## src/hw/branch_pkg.sv

```systemverilog
`default_nettype none

package branch_pkg;

  // ########################################
  // addresses and opcodes
  // ########################################

  localparam int ADDR_WIDTH = 16;
  typedef logic [ADDR_WIDTH-1:0] addr_t; // instruction address.

  localparam int JUMP_BITS = 4;
  typedef logic [JUMP_BITS-1:0] jop_t;

  localparam jop_t JMP_OP_NOP = 4'd0;
  localparam jop_t JMP_OP_J   = 4'd1;
  localparam jop_t JMP_OP_JR  = 4'd2;  // target comes from a register.
  localparam jop_t JMP_OP_JEQ = 4'd3;
  localparam jop_t JMP_OP_JNE = 4'd4;
  localparam jop_t JMP_OP_JL  = 4'd5;
  localparam jop_t JMP_OP_JLE = 4'd6;
  localparam jop_t JMP_OP_JG  = 4'd7;
  localparam jop_t JMP_OP_JGE = 4'd8;
  localparam jop_t JMP_OP_JZ  = 4'd9;
  localparam jop_t JMP_OP_JNZ = 4'd10; // codes above this decode as nop.

  // ########################################
  // pipeline flush masks
  // ########################################

  localparam int NUM_PIPE_MASKS = 4;
  typedef logic [NUM_PIPE_MASKS-1:0] flush_t;

  localparam flush_t PIPE_REG_PC     = 4'b0001;
  localparam flush_t PIPE_REG_IF_ID  = 4'b0010;
  localparam flush_t PIPE_REG_ID_EX  = 4'b0100;
  localparam flush_t PIPE_REG_EX_MEM = 4'b1000;

  localparam flush_t FLUSH_ALL = PIPE_REG_PC | PIPE_REG_IF_ID | PIPE_REG_ID_EX | PIPE_REG_EX_MEM;

  // ########################################
  // branch target table
  // ########################################

  localparam int NUM_ENTRIES = 8;
  typedef logic [NUM_ENTRIES-1:0] entry_mask_t;          // one bit per entry.
  typedef logic [$clog2(NUM_ENTRIES)-1:0] entry_idx_t;   // victim pointer width.

endpackage

`default_nettype wire

```

## src/hw/branch_resolve.sv

```systemverilog
`timescale 1ns/1ps
`default_nettype none

module branch_resolve import branch_pkg::*; (
  input  wire logic  zero,
  input  wire logic  less,
  input  wire logic  greater,
  input  wire jop_t  jop,
  input  wire addr_t id_ex_reg_address,
  input  wire addr_t id_ex_imm_address,
  output flush_t     flush,
  output addr_t      jump_address
);

  // ########################################
  // flush decode
  // ########################################

  // conditional jumps either flush everything or nothing.
  always_comb begin
    case (jop)
      JMP_OP_NOP: flush = '0;
      JMP_OP_J:   flush = PIPE_REG_EX_MEM; // target already known in decode.
      JMP_OP_JR:  flush = FLUSH_ALL;

      JMP_OP_JEQ: flush = zero ? FLUSH_ALL : '0;
      JMP_OP_JNE: flush = !zero ? FLUSH_ALL : '0;

      JMP_OP_JL:  flush = less ? FLUSH_ALL : '0;
      JMP_OP_JLE: flush = (less || zero) ? FLUSH_ALL : '0;

      JMP_OP_JG:  flush = greater ? FLUSH_ALL : '0;
      JMP_OP_JGE: flush = (greater || zero) ? FLUSH_ALL : '0;

      JMP_OP_JZ:  flush = zero ? FLUSH_ALL : '0;
      JMP_OP_JNZ: flush = !zero ? FLUSH_ALL : '0;

      default:    flush = '0; // unused codes behave as nop.
    endcase
  end

  // ########################################
  // jump target
  // ########################################

  // only jr takes its target from the register file.
  always_comb begin
    if (jop == JMP_OP_JR) begin
      jump_address = id_ex_reg_address;
    end else begin
      jump_address = id_ex_imm_address;
    end
  end

endmodule

`default_nettype wire

```

## src/hw/btb_entry.sv

```systemverilog
`timescale 1ns/1ps
`default_nettype none

module btb_entry import branch_pkg::*; (
  input  wire logic  clk,
  input  wire logic  rst,
  input  wire logic  wr_en,
  input  wire addr_t wr_key,
  input  wire addr_t wr_val,
  input  wire addr_t rd_key,
  output logic       wr_hit,
  output logic       rd_hit,
  output addr_t      target
);

  logic  valid;
  addr_t key;

  // valid bit is the only control state here.
  always_ff @(posedge clk) begin
    if (rst) begin
      valid <= 1'b0;
    end else if (wr_en) begin
      valid <= 1'b1;
    end
  end

  // key and target payload.
  always_ff @(posedge clk) begin
    if (wr_en) begin
      key    <= wr_key;
      target <= wr_val;
    end
  end

  // match outputs, gated by valid.
  assign wr_hit = valid && (key == wr_key);
  assign rd_hit = valid && (key == rd_key); // feeds the prediction mux.

endmodule

`default_nettype wire

```

## src/hw/btb_alloc.sv

```systemverilog
`timescale 1ns/1ps
`default_nettype none

module btb_alloc import branch_pkg::*; (
  input  wire logic        clk,
  input  wire logic        rst,
  input  wire logic        write,
  input  wire entry_mask_t wr_hit_mask,
  output entry_mask_t      entry_wr_en
);

  entry_idx_t  victim;     // next entry to replace.
  entry_mask_t victim_sel;
  logic        hit_any;

  assign hit_any    = |wr_hit_mask;
  assign victim_sel = entry_mask_t'(1) << victim;

  // an existing key is rewritten in place.
  // a new key goes to the victim slot.
  always_comb begin
    if (!write) begin
      entry_wr_en = '0;
    end else if (hit_any) begin
      entry_wr_en = wr_hit_mask;
    end else begin
      entry_wr_en = victim_sel;
    end
  end

  // round robin victim pointer.
  // only moves when a new entry is taken.
  always_ff @(posedge clk) begin
    if (rst) begin
      victim <= '0;
    end else if (write && !hit_any) begin
      victim <= entry_idx_t'(victim + 1'b1); // wraps at NUM_ENTRIES.
    end
  end

endmodule

`default_nettype wire

```

## src/hw/btb_select.sv

```systemverilog
`timescale 1ns/1ps
`default_nettype none

module btb_select import branch_pkg::*; (
  input  wire entry_mask_t              rd_hit_mask,
  input  wire addr_t [NUM_ENTRIES-1:0]  targets,
  output logic                          take_branch,
  output addr_t                         branch_predict
);

  assign take_branch = |rd_hit_mask;

  // walk from the top down.
  // the lowest matching index is written last and wins.
  always_comb begin
    branch_predict = '0; // zero when nothing hits.
    for (int i = NUM_ENTRIES - 1; i >= 0; i--) begin
      if (rd_hit_mask[i]) begin
        branch_predict = targets[i];
      end
    end
  end

endmodule

`default_nettype wire

```

## src/hw/branch_target_table.sv

```systemverilog
`timescale 1ns/1ps
`default_nettype none

module branch_target_table import branch_pkg::*; (
  input  wire logic  clk,
  input  wire logic  rst,
  input  wire logic  write,
  input  wire addr_t write_key,
  input  wire addr_t write_val,
  input  wire addr_t read_key,
  output logic       read_valid,
  output addr_t      read_val
);

  entry_mask_t             entry_wr_en;
  entry_mask_t             wr_hit_mask;
  entry_mask_t             rd_hit_mask;
  addr_t [NUM_ENTRIES-1:0] targets;

  // ########################################
  // write allocation
  // ########################################

  btb_alloc alloc0 (
    .clk         (clk),
    .rst         (rst),
    .write       (write),
    .wr_hit_mask (wr_hit_mask),
    .entry_wr_en (entry_wr_en)
  );

  // ########################################
  // entry array
  // ########################################

  // all entries see the same keys.
  // only the enabled one loads.
  for (genvar i = 0; i < NUM_ENTRIES; i++) begin : g_entry
    btb_entry entry (
      .clk    (clk),
      .rst    (rst),
      .wr_en  (entry_wr_en[i]),
      .wr_key (write_key),
      .wr_val (write_val),
      .rd_key (read_key),
      .wr_hit (wr_hit_mask[i]),
      .rd_hit (rd_hit_mask[i]),
      .target (targets[i])
    );
  end

  // ########################################
  // read side
  // ########################################

  btb_select select0 (
    .rd_hit_mask    (rd_hit_mask),
    .targets        (targets),
    .take_branch    (read_valid),
    .branch_predict (read_val)
  );

endmodule

`default_nettype wire

```

## src/hw/branch_unit.sv

```systemverilog
`timescale 1ns/1ps
`default_nettype none

module branch_unit import branch_pkg::*; (
  input  wire logic  clk,
  input  wire logic  rst,
  input  wire logic  zero,
  input  wire logic  less,
  input  wire logic  greater,
  input  wire jop_t  jop,
  input  wire addr_t id_ex_pc,          // key for table writes.
  input  wire addr_t id_ex_reg_address,
  input  wire addr_t id_ex_imm_address,
  input  wire addr_t pc,                // fetch pc for lookups.
  output flush_t     flush,
  output addr_t      jump_address,
  output addr_t      branch_predict,
  output logic       take_branch
);

  logic table_write;

  // ########################################
  // execute stage resolution
  // ########################################

  branch_resolve resolve0 (
    .zero              (zero),
    .less              (less),
    .greater           (greater),
    .jop               (jop),
    .id_ex_reg_address (id_ex_reg_address),
    .id_ex_imm_address (id_ex_imm_address),
    .flush             (flush),
    .jump_address      (jump_address)
  );

  // a full flush means a taken jump was missed. record it.
  // j only flushes ex/mem and never writes.
  assign table_write = (flush == FLUSH_ALL);

  // ########################################
  // target table
  // ########################################

  branch_target_table table0 (
    .clk        (clk),
    .rst        (rst),
    .write      (table_write),
    .write_key  (id_ex_pc),
    .write_val  (jump_address),
    .read_key   (pc),
    .read_valid (take_branch),
    .read_val   (branch_predict)
  );

endmodule

`default_nettype wire

```

## config.mk

```make
export PLATFORM = sky130hd
export DESIGN_NAME = branch_unit
export DESIGN_NICKNAME = d
export VERILOG_FILES = /design/src/hw/branch_pkg.sv /design/src/hw/branch_resolve.sv /design/src/hw/btb_entry.sv /design/src/hw/btb_alloc.sv /design/src/hw/btb_select.sv /design/src/hw/branch_target_table.sv /design/src/hw/branch_unit.sv
export SDC_FILE = /design/constraint.sdc
export NUM_CORES = 1
export LEC_CHECK = 0
export ABC_AREA = 1
export BUFFER_PORTS_ARGS = -buffer_cell sky130_fd_sc_hd__buf_2
export CAP_MARGIN = 30
export CORE_MARGIN = 2
export CORE_UTILIZATION = 55
export CTS_CLUSTER_SIZE = 25
export DETAILED_ROUTE_END_ITERATION = 16
export HOLD_SLACK_MARGIN = 0.08
export PLACE_DENSITY = 0.74
export SYNTH_ARGS = -nofsm -noshare
export SYNTH_HDL_FRONTEND = slang
export SYNTH_HIERARCHICAL = 1
export SYNTH_SLANG_ARGS = --single-unit
```

## constraint.sdc

```tcl
create_clock -name clk -period 12.55 [get_ports clk]
set_clock_uncertainty 0.1 [all_clocks]
set_input_delay 2.51 -clock clk [delete_from_list [all_inputs] [get_ports clk]]
set_output_delay 2.51 -clock clk [all_outputs]
set_load 0.005 [all_outputs]
```

==> reports/qor.txt, run 1 <==
========================================================================================
Routability congestion estimate from global placement                             0.9186
Final period demand of the worst path                                           8.025 ns
Share of total power in sequential cells                                           0.506
Sw Share                                                                          0.2296
Sink Count                                                                           267
TritonCTS clock tree                                                               built
Pre-CTS setup slack                                                             4.652 ns
Crit-path most repeated cell                                                     nand2_1
Maximum fanout count along the critical path                                          18
Largest family of logic cells by synthesized area                           simple AND/OR/NAND/NOR gates
Gate power share                                                                   0.067
Crit-path cells                                                             buf_2 > inv_1 > nand2_1 > nand2_1 > nor2_1 > nand2_1 > nor2_1 > nand2_1 > nor2_2 > inv_1 > nand3_1 > nand2_1 > nand2_1 > nand2_1 > nand2_1 > nand2_1 > buf_2
Compound-cell area share of the yosys netlist                                    0.04759
Resized Gates After CTS                                                                0
Inserted Diodes                                                                        0
First-pass GRT wire length                                                      61540 um
Netlist area before placement                                                14590 sq um
Clock tree root buffer cell                                                    clkbuf_16
Mux contribution to synthesized area                                                   0
Post-CTS Setup Inserts                                                                 0
Worst min path class                                                          reg -> reg
Internal cell power                                                             1.493 mW
Xor and xnor fraction of the mapped netlist area                                 0.02881
Syn Nets                                                                            1883
Power consumption                                                               1.938 mW
Worst Setup Start Kind                                                        input port
Clock-pin slew of the registers on the worst-case setup and hold paths           0.06 ns
Yosys synthesis warning count                                                          6
Critical-path top delay cell                                                      nor2_2
Share of post-route cells with drive strength above 1                             0.1290
Number of DRC markers in iteration 0                                                1267
Post-route insts no fill                                                            2288
Chip Width                                                                      166.9 um
Final design area excluding fillers                                          16490 sq um
Clock H-tree levels                                                                    1
Largest incremental delay on the critical path                                   0.70 ns
Final Max Tran Viols                                                                   0
CTS Buffer Depth                                                                       3
Core area                                                                    26060 sq um
Post-Route WL                                                                   39790 um
Simple logic cell fraction of the synthesized area                                0.2832
Number of antenna violations at the first check in global routing                      2
Net Sw Power                                                                   0.4449 mW
Kind of end point of the critical path                                       output port
Count of boundary I/O pins                                                           110
Vias in the first global route                                                     11680
Worst-case vdd ir drop                                                         0.1348 mV
Leak                                                                            7.822 nW
Fraction of the yosys area taken by sequential cells                              0.5420
Relative area change from synthesis to final layout                               13.05%
Number of design rule violations left after detail routing                             0
Result of the run                                                           finished clean
Vias                                                                               12100
HPWL reported at the end of detailed placement                                  26030 um
RSZ-0062 raised after global routing                                               false
Overall routing resource usage                                                    0.2838
Post-layout worst setup margin                                                  4.525 ns
F_max                                                                         0.1246 GHz
Initial core utilization                                                          0.5599
Insertion delay of the later-clocked pin in the worst-skew pair                  0.56 ns
Worst-margin pin slew                                                           1.019 ns
Share of the core filled with cells in the final layout                           0.6330
Placed standard-cell area                                                    15550 sq um
Number of unique standard cell types used by synthesis                                32
Number of search-and-repair iterations in the first detailed-routing pass              5
Category of the critical setup timing path                                     in -> out
Max cap viols                                                                          0
Total Neg Setup Slack                                                               0 ns
Placed insts                                                                        2234
CP arrival                                                                       5.41 ns
Mean area per synthesized cell                                               8.088 sq um
Final setup viols                                                                      0
Mapped Cells                                                                        1804
Required time at the worst-slack endpoint                                        9.94 ns
Post-Synth Adder-Cell Area                                                      0.005145
GRT overflow                                                                           0
Total number of nets in the final design                                            2009
Yosys reg bits                                                                       267
Tcrit/Tclk final                                                                  0.6394
Hold-fix buffer count after cts                                                        0
Routed vias/inst                                                                   5.288
Remaining number of nets flagged by the antenna check after routing                    0
Cell family with most CP delay                                              simple AND/OR/NAND/NOR gates
Power per unit of standard cell area                                        117.5 nW/um^2
Number of port buffers                                                               109
Die outline height                                                              166.9 um
Detail-routed net length per standard cell                                      17.39 um
Clk network pwr share                                                              0.427
Number of buffers created by CTS                                                      29
Worst slew margin relative to its limit                                           0.3200
Number of failing hold endpoints at the final stage                                    0
Largest net degree at the start of global routing                                     34
Die Area                                                                     27850 sq um
Number of standard-cell rows in the floorplan                                         59
Worst slack on hold paths                                                      0.4302 ns
Critical path buffers and inverters                                                    4
========================================================================================
## sequential cells by signal, indices dropped and copies added, names as in the netlist
| signal | cells |
|---|---|
| table0/g_entry.entry/valid | 8 |
| table0/g_entry.entry/target | 128 |
| table0/g_entry.entry/key | 128 |
| table0/alloc0/victim | 3 |
## logic make-up after synthesis
| logic type | after synthesis |
|---|---|
| and+or+nand+nor | 1022 |
| DFF | 267 |
| buffers and inverters | 340 |
| AOI/OAI and AO/OA | 121 |
| adders and majority gates | 6 |
| xor gates and xnor gates | 48 |
## worst register-to-register path, stage by stage, from the launching register on
cell,delay [ns]
edfxtp_1,0.38
inv_1,0.12
nand2_1,0.07
nand2_1,0.08
inv_1,0.04
nand2_1,0.05
nor2_1,0.04
nand3_1,0.08
nor2_1,0.10
inv_1,0.20
nand2_1,0.15
nor2_4,0.17
nand2_4,0.14
o21ai_4,0.60
buf_4,0.43
## power groups by stage
stage               combinational (mW)  sequential (mW)  clock, mW
floorplan                       0.0634            0.999          0
global placement                 0.124            0.999          0
detailed placement               0.128            0.999          0
CTS                              0.129            0.980      0.835
global route                     0.145            0.980      0.873
finish                           0.130            0.980      0.828
## synthesized netlist by cell type
master,count,share of area
a22oi_1,1,0.00051
xnor2_1,16,0.0096
a21oi_1,33,0.011
nor3_2,9,0.0062
o22ai_1,32,0.014
o21ai_0,33,0.011
buf_6,6,0.0046
clkbuf_1,3,0.00077
nor2_2,10,0.0043
nor2_4,8,0.0062
dfxtp_1,11,0.015
a21boi_1,8,0.0041
nand2_2,18,0.0077
ha_1,6,0.0051
o21ai_1,8,0.0027
inv_6,1,0.00060
nor2_1,232,0.060
or2_1,1,0.00043
nand3_2,2,0.0014
nand3_1,46,0.016
nand4_1,8,0.0034
o21ai_2,5,0.0030
nand2_1,685,0.18
nor3_1,1,0.00034
inv_1,287,0.074
xor2_1,32,0.019
o22ai_2,1,0.00086
edfxtp_1,256,0.53
buf_4,6,0.0031
nand2_4,2,0.0015
inv_2,27,0.0069
buf_2,10,0.0034
## cells in the final DEF (no fill, tap or decap), types with 9 or more instances in the layout
cell type | netlist | routed
a21oi_1 | 33 | 33
nor3_2 | 9 | 9
nor2_1 | 232 | 232
xnor2_1 | 16 | 16
inv_2 | 27 | 27
nand2_1 | 685 | 685
edfxtp_1 | 256 | 256
nand2_2 | 18 | 18
o22ai_1 | 32 | 32
nor2_2 | 10 | 10
buf_4 | 6 | 9
inv_1 | 287 | 287
clkbuf_16 | 0 | 29
o21ai_0 | 33 | 32
nand3_1 | 46 | 46
buf_2 | 10 | 109
xor2_1 | 32 | 32
dfxtp_1 | 11 | 11
## metal layers
metal	share of wire	routed length, um	vias up	track usage
met3	0.092	3673	88	0.05228
met1	0.43	17010	5583	0.3929
met2	0.45	17940	560	0.4548
met5	0.00075	30	-	0
met4	0.029	1136	4	0.09445
li1	-	-	5865	-
## path summary, 6_finish.rpt
path	startpoint	to	slack [ns]	depth (start not counted)
worst max register to register	table0/g_entry[7].entry/key[9]	table0/g_entry[4].entry/target[8]	9.46	14
worst max-delay path	pc[11]	branch_predict[13]	4.53	17
worst min-delay path	table0/g_entry[0].entry/valid	table0/g_entry[0].entry/valid	0.43	2
worst min register to register	table0/g_entry[0].entry/valid	table0/g_entry[0].entry/valid	0.43	2
## cell type report
class / count / area (sq um)
fill: 2200 / 9564
sequential: 267 / 7908
multi-input combinational: 1197 / 5378
inverter: 315 / 1187
clock buffer: 37 / 805.8
timing repair buffer: 120 / 660.6
tap: 335 / 419.2
clock inverter: 17 / 136.4
No activity file was read; power rests on OpenSTA's default activity.
==> run 2, diff against run 1 <==
--- a/config.mk
+++ b/config.mk
@@ -5,7 +5,7 @@
 export SDC_FILE = /design/constraint.sdc
 export NUM_CORES = 1
 export LEC_CHECK = 0
-export ABC_AREA = 1
+export ABC_AREA = 0
 export BUFFER_PORTS_ARGS = -buffer_cell sky130_fd_sc_hd__buf_2
 export CAP_MARGIN = 30
 export CORE_MARGIN = 2
==> constraint.sdc (replaced) <==
create_clock -name clk -period 7.8 [get_ports clk]
set_clock_uncertainty 0.1 [all_clocks]
set_input_delay 1.56 -clock clk [delete_from_list [all_inputs] [get_ports clk]]
set_output_delay 1.56 -clock clk [all_outputs]
set_load 0.005 [all_outputs]
==> reports/qor.txt, run 2 <==
========================================================================================
Worst Setup Start Kind                                                        input port
Largest registers                                                           table0/g_entry.entry/key: 128 flops, table0/g_entry.entry/target: 128 flops, table0/g_entry.entry/valid: 8 flops
Number of DRC markers in iteration 0                                                 687   -46%
Resized Gates After CTS                                                                0   unchanged
GRT overflow                                                                           0   unchanged
Clock H-tree levels                                                                    1   unchanged
Largest incremental delay on the critical path                                   0.53 ns   -0.17 ns
Core area                                                                    22500 sq um   -14%
Number of standard-cell rows in the floorplan                                         55   -6.8%
Vias                                                                                7720   -36%
Cell family with most CP delay                                              simple AND/OR/NAND/NOR gates
Worst-margin pin slew                                                          0.9835 ns   -0.03534 ns
Clock-pin slew of the registers on the worst-case setup and hold paths           0.06 ns   about the same
Placed standard-cell area                                                    13540 sq um   -13%
Dominant synthesized flop cell                                                  edfxtp_1
Most common cell after layout, fill and taps aside                              edfxtp_1
Area fraction of the dominant cell type after synthesis                           0.6127   +0.08580
Leak                                                                            4.740 nW   -39%
Category of the critical setup timing path                                     in -> out
Worst-case vdd ir drop                                                         0.1576 mV   +17%
Placed insts                                                                        1233   -45%
TritonCTS clock tree                                                               built
Number of enable flip-flop cells after synthesis                                     256   unchanged
Worst min path class                                                          reg -> reg
Power consumption                                                               3.153 mW   +63%
Mean area per synthesized cell                                               14.76 sq um   +83%
Number of design rule violations left after detail routing                             0   unchanged
Largest net degree at the start of global routing                                     34   unchanged
Kind of end point of the critical path                                       output port
Max cap viols                                                                          0   unchanged
Insertion delay of the later-clocked pin in the worst-skew pair                  0.54 ns   -0.02 ns
Power per unit of standard cell area                                        217.1 nW/um^2   +85%
Share of total power in sequential cells                                           0.502   -0.004
Hold-fix buffer count after cts                                                        0   unchanged
Internal cell power                                                             2.497 mW   +67%
Post-CTS Setup Inserts                                                                 0   unchanged
Number of failing hold endpoints at the final stage                                    0   unchanged
Share of post-route cells with drive strength above 1                             0.2308   +0.1017
Mapped Cells                                                                         850   -53%
RSZ-0062 raised after global routing                                               false
Tcrit/Tclk final                                                                  0.7657
HPWL reported at the end of detailed placement                                  19930 um   -23%
Die Area                                                                     24040 sq um   -14%
Routability congestion estimate from global placement                             0.8952   -2.5%
Most common cell in the synthesized netlist                                     edfxtp_1
Final period demand of the worst path                                           5.973 ns
Crit-path cells                                                             buf_2 > xor2_1 > nor4_1 > nand4_1 > nor4_2 > nor2b_4 > a221o_2 > a31oi_1 > o21ai_0 > buf_2
Chip Width                                                                      155.0 um   -7.1%
CTS Buffer Depth                                                                       3   unchanged
Yosys synthesis warning count                                                          6   unchanged
Clock tree root buffer cell                                                    clkbuf_16
Total Neg Setup Slack                                                               0 ns   unchanged
Number of unique standard cell types used by synthesis                                50   +56%
Post-route insts no fill                                                            1286   -44%
Final design area excluding fillers                                          14530 sq um   -12%
Remaining number of nets flagged by the antenna check after routing                    0   unchanged
Sw Share                                                                          0.2083   -0.02125
Post-layout worst setup margin                                                  1.827 ns   -2.698 ns
Maximum fanout count along the critical path                                          14   -4
Most used cells in the layout excluding fill and tap cells                  edfxtp_1, xnor2_1, buf_2
Yosys reg bits                                                                       267   unchanged
Netlist area before placement                                                12550 sq um   -14%
Initial core utilization                                                          0.5576   -0.002322
Overall routing resource usage                                                    0.2464   -0.03741
Clk network pwr share                                                              0.441   +0.014
Net Sw Power                                                                   0.6569 mW   +48%
Fraction of the yosys area taken by sequential cells                              0.6302   +0.08826
Required time at the worst-slack endpoint                                        6.14 ns   -3.80 ns
Post-synth ARST share                                                                  0   unchanged
Final setup viols                                                                      0   unchanged
Most area-consuming cells after synthesis                                   edfxtp_1, xnor2_1, xor2_1
Detail-routed net length per standard cell                                      22.96 um   +32%
Syn Nets                                                                             929   -51%
Inserted Diodes                                                                        0   unchanged
Post-Route WL                                                                   29530 um   -26%
Crit-path most repeated cell                                                       buf_2
Largest area contributor in the netlist                                         edfxtp_1
Number of buffers created by CTS                                                      28   -3.4%
Worst slack on hold paths                                                      0.4033 ns   -0.02693 ns
Vias in the first global route                                                      7379   -37%
Relative area change from synthesis to final layout                               15.79%
Number of port buffers                                                               109   unchanged
Gate power share                                                                   0.057   -0.010
Total number of nets in the final design                                            1058   -47%
CP arrival                                                                       4.31 ns   -1.10 ns
Critical path buffers and inverters                                                    2   -2
Routed vias/inst                                                                   6.003   +14%
Result of the run                                                           finished clean
Final Max Tran Viols                                                                   0   unchanged
Critical-path top delay cell                                                     nor2b_4
Worst slew margin relative to its limit                                           0.3443   +0.02429
Sink Count                                                                           267   unchanged
Die outline height                                                              155.0 um   -7.1%
First-pass GRT wire length                                                      44640 um   -27%
Commonest cells post-synth                                                  edfxtp_1, xnor2_1, xor2_1, nand4_1, a221o_1
Number of antenna violations at the first check in global routing                      0   -2
Pre-CTS setup slack                                                             1.908 ns   -2.744 ns
Number of search-and-repair iterations in the first detailed-routing pass              5   unchanged
Count of boundary I/O pins                                                           110   unchanged
Share of the core filled with cells in the final layout                           0.6456   +0.01262
F_max                                                                         0.1674 GHz
========================================================================================
-- run 2: cell count changes after synthesis, moves of 19 or more --
cell,delta
a21oi_1,-29
a221o_1,+25
inv_1,-282
inv_2,-27
nand2_1,-664
nand3_1,-45
nand4_1,+40
nor2_1,-212
nor4_1,+19
o22ai_1,-30
xnor2_1,+176
xor2_1,+32
-- run 2: worst register-to-register path, delay by kind of cell, from the launching register on --
| family | cells | cell delay [ns] |
|---|---|---|
| buf+inv | 1 | 0.26 |
| flops | 1 | 0.42 |
| compound gates | 1 | 0.53 |
| xor+xnor | 1 | 0.16 |
| simple gates | 5 | 1.60 |
-- run 2: layout make-up --
class	count	area (sq um)
Tap cell	285	356.6
Clock buffer	32	737.0
Inverter	5	18.77
Multi-Input combinational cell	554	4494
Clock inverter	20	241.5
Fill cell	1623	7975
Timing Repair Buffer	123	772.0
Sequential cell	267	7908
-- run 2: path summary, 6_finish.rpt --
| check | from | cells past startpoint | slack [ns] | to |
|---|---|---|---|---|
| setup / recovery | pc[10] | 10 | 1.83 | branch_predict[0] |
| hold / removal | table0/g_entry[4].entry/valid | 2 | 0.40 | table0/g_entry[4].entry/valid |
| setup reg to reg | table0/g_entry[2].entry/key[11] | 8 | 4.47 | table0/g_entry[1].entry/target[15] |
| hold reg to reg | table0/g_entry[4].entry/valid | 2 | 0.40 | table0/g_entry[4].entry/valid |
-- run 2: power by group through the flow --
stage	Combinational, mW	Sequential, mW	Clock, mW
2_1_floorplan	0.0915	1.61	0
3_3_place_gp	0.175	1.61	0
3_5_place_dp	0.178	1.61	0
4_1_cts	0.180	1.58	1.42
5_1_grt	0.195	1.58	1.47
6_report	0.180	1.58	1.39
-- run 2: routing by layer --
layer / wire length [um] / share of wire / global-route usage / vias to the layer above
met5: 0 / 0 / 0 / -
met4: 592 / 0.020 / 0.06349 / 0
met3: 2395 / 0.081 / 0.03064 / 32
met2: 12970 / 0.44 / 0.3628 / 343
met1: 13570 / 0.46 / 0.3908 / 3845
li1: - / - / - / 3500
-- run 2: logic make-up after synthesis --
group           share of synthesized area
compound gates                    0.06562
xor+xnor                           0.1787
fa+ha+maj                        0.005983
buf+inv                           0.01526
flops                              0.6302
mux                               0.01805
simple gates                      0.08616
==> run 3, diff against run 2 <==
==> constraint.sdc (replaced) <==
create_clock -name clk -period 5.9 [get_ports clk]
set_clock_uncertainty 0.1 [all_clocks]
set_input_delay 1.18 -clock clk [delete_from_list [all_inputs] [get_ports clk]]
set_output_delay 1.18 -clock clk [all_outputs]
set_load 0.005 [all_outputs]
==> reports/qor.txt, run 3 (synthesis gave the netlist of run 2 again) <==
========================================================================================
Result of the run                                                           finished clean
Post-CTS Setup Inserts                                                                 0   unchanged
Worst min path class                                                          reg -> reg
Chip Width                                                                      155.0 um   unchanged
Post-Route WL                                                                   30400 um   +2.9%
Tcrit/Tclk final                                                                  0.8444
First-pass GRT wire length                                                      46150 um   +3.4%
CP arrival                                                                       3.70 ns   -0.61 ns
Worst slew margin relative to its limit                                           0.3532   +0.008896
Number of buffers created by CTS                                                      28   unchanged
F_max                                                                         0.2007 GHz
Clock-pin slew of the registers on the worst-case setup and hold paths           0.06 ns   about the same
Critical-path top delay cell                                                     nor2b_4
Number of DRC markers in iteration 0                                                 675   -1.7%
RSZ-0062 raised after global routing                                               false
Insertion delay of the later-clocked pin in the worst-skew pair                  0.54 ns   about the same
Hold Path Depth                                                                        2   unchanged
Maximum fanout count along the critical path                                          14   unchanged
GRT overflow                                                                           0   unchanged
Post-layout worst setup margin                                                 0.9180 ns   -0.9092 ns
Clock H-tree levels                                                                    1   unchanged
Cell family with most CP delay                                              simple AND/OR/NAND/NOR gates
Worst-case vdd ir drop                                                         0.2281 mV   +45%
Remaining number of nets flagged by the antenna check after routing                    0   unchanged
HPWL reported at the end of detailed placement                                  20090 um   +0.82%
Sink Count                                                                           267   unchanged
Vias in the first global route                                                      7587   +2.8%
Number of standard-cell rows in the floorplan                                         55   unchanged
Number of port buffers                                                               109   unchanged
Pre-CTS setup slack                                                            0.9029 ns   -1.005 ns
Crit-path most repeated cell                                                       buf_2
Max cap viols                                                                          0   unchanged
Crit-path cells                                                             buf_2 > xor2_1 > nor4_1 > nand4_1 > nor4_2 > nor2b_4 > a221o_2 > a31oi_1 > o21ai_0 > buf_2
Category of the critical setup timing path                                     in -> out
Critical path buffers and inverters                                                    2   unchanged
Inserted Diodes                                                                        0   unchanged
Worst reg2reg setup slack                                                        2.55 ns   -1.92 ns
Kind of end point of the critical path                                       output port
Most used cells in the layout excluding fill and tap cells                  edfxtp_1, xnor2_1, buf_2
Startpoint of the lowest-slack register-to-register path                    table0/g_entry[2].entry/key[11]
Vias                                                                                7749   +0.38%
Routed vias/inst                                                                   6.026   +0.38%
Logic depth of the worst setup path including buffers                                 10   unchanged
Initial core utilization                                                          0.5576   unchanged
Hold-fix buffer count after cts                                                        0   unchanged
Most common cell after layout, fill and taps aside                              edfxtp_1
Core area                                                                    22500 sq um   unchanged
Overall routing resource usage                                                    0.2542   +0.007777
CTS Buffer Depth                                                                       3   unchanged
Final setup viols                                                                      0   unchanged
Reg2reg end                                                                 table0/g_entry[1].entry/target[0]
Number of antenna violations at the first check in global routing                      0   unchanged
Routability congestion estimate from global placement                             0.8712   -2.7%
Largest net degree at the start of global routing                                     34   unchanged
Power consumption                                                               4.165 mW   +32%
Share of post-route cells with drive strength above 1                             0.2268   -0.003996
Final period demand of the worst path                                           4.982 ns
Total Neg Setup Slack                                                               0 ns   unchanged
Number of search-and-repair iterations in the first detailed-routing pass              5   unchanged
Filler Cell Count                                                                   1629   +0.37%
Worst-margin pin slew                                                          0.9691 ns   -0.01438 ns
TritonCTS clock tree                                                               built
Worst setup endpoint                                                        branch_predict[15]
Crit. Startpoint                                                                  pc[15]
Sequential Area                                                               7908 sq um   unchanged
Relative area change from synthesis to final layout                               15.19%
Required time at the worst-slack endpoint                                        4.62 ns   -1.52 ns
Count of boundary I/O pins                                                           110   unchanged
Number of failing hold endpoints at the final stage                                    0   unchanged
Multi-input combinational cell area                                           4494 sq um   unchanged
Largest incremental delay on the critical path                                   0.50 ns   -0.03 ns
Clock tree root buffer cell                                                    clkbuf_16
Number of design rule violations left after detail routing                             0   unchanged
Detail-routed net length per standard cell                                      23.64 um   +2.9%
Worst Setup Start Kind                                                        input port
Die Area                                                                     24040 sq um   unchanged
Total number of nets in the final design                                            1058   unchanged
Resized Gates After CTS                                                                0   unchanged
Largest registers                                                           table0/g_entry.entry/key: 128 flops, table0/g_entry.entry/target: 128 flops, table0/g_entry.entry/valid: 8 flops
Leak                                                                            4.720 nW   -0.41%
Die outline height                                                              155.0 um   unchanged
Power per unit of standard cell area                                        288.2 nW/um^2   +33%
Final Max Tran Viols                                                                   0   unchanged
Length in cells of the worst reg-to-reg path                                           8   unchanged
========================================================================================
## run 3: cell type report
class / instances / area share
sequential: 267 / 0.5471
multi-input combinational: 554 / 0.3110
clock buffer: 36 / 0.05342
timing repair buffer: 123 / 0.04848
tap: 285 / 0.02467
clock inverter: 16 / 0.01402
inverter: 5 / 0.001299
## run 3: worst reg2reg max path, stage by stage (launching register included)
cell      delay, ns
edfxtp_1       0.42
xor2_1         0.16
nor4_1         0.61
nand4_1        0.19
nor4_2         0.37
nor4_1         0.11
and4b_1        0.35
a32o_2         0.52
buf_12         0.26
## run 3: per-stage QoR
step | util | cells | hold WS, ns | cell area [sq um]
2_1_floorplan | - | 850 | 0.3627 | 12550
3_3_place_gp | 0.5989 | 1234 | 0.3738 | 13480
3_5_place_dp | 0.5989 | 1234 | 0.3903 | 13480
4_1_cts | 0.6423 | 1286 | 0.4035 | 14450
5_1_grt | 0.6423 | 1286 | 0.4153 | 14450
6_report | 0.6423 | 1286 | 0.4049 | 14450
## run 3: how the worst min path moves through the flow
| stage | start | end |
|---|---|---|
| global placement | table0/g_entry[3].entry/valid | table0/g_entry[3].entry/valid |
| floorplan | table0/g_entry[0].entry/valid | table0/g_entry[0].entry/valid |
| global route | table0/g_entry[2].entry/valid | table0/g_entry[2].entry/valid |
| finish | table0/g_entry[2].entry/valid | table0/g_entry[2].entry/valid |
| CTS | table0/g_entry[2].entry/valid | table0/g_entry[2].entry/valid |
| detailed placement | table0/g_entry[2].entry/valid | table0/g_entry[2].entry/valid |
## run 3: where the power goes
part,switching [mW],total (mW),internal (mW)
Sequential,0.00409,2.09,2.09
Combinational,0.148,0.242,0.0944
Clock,0.694,1.83,1.14
Total,0.846,4.17,3.32
## run 3: per-layer routing
metal	global-route usage	part of all wire
met1	0.3966	0.45
met2	0.3822	0.45
met3	0.03760	0.087
met4	0.05379	0.015
met5	0	0
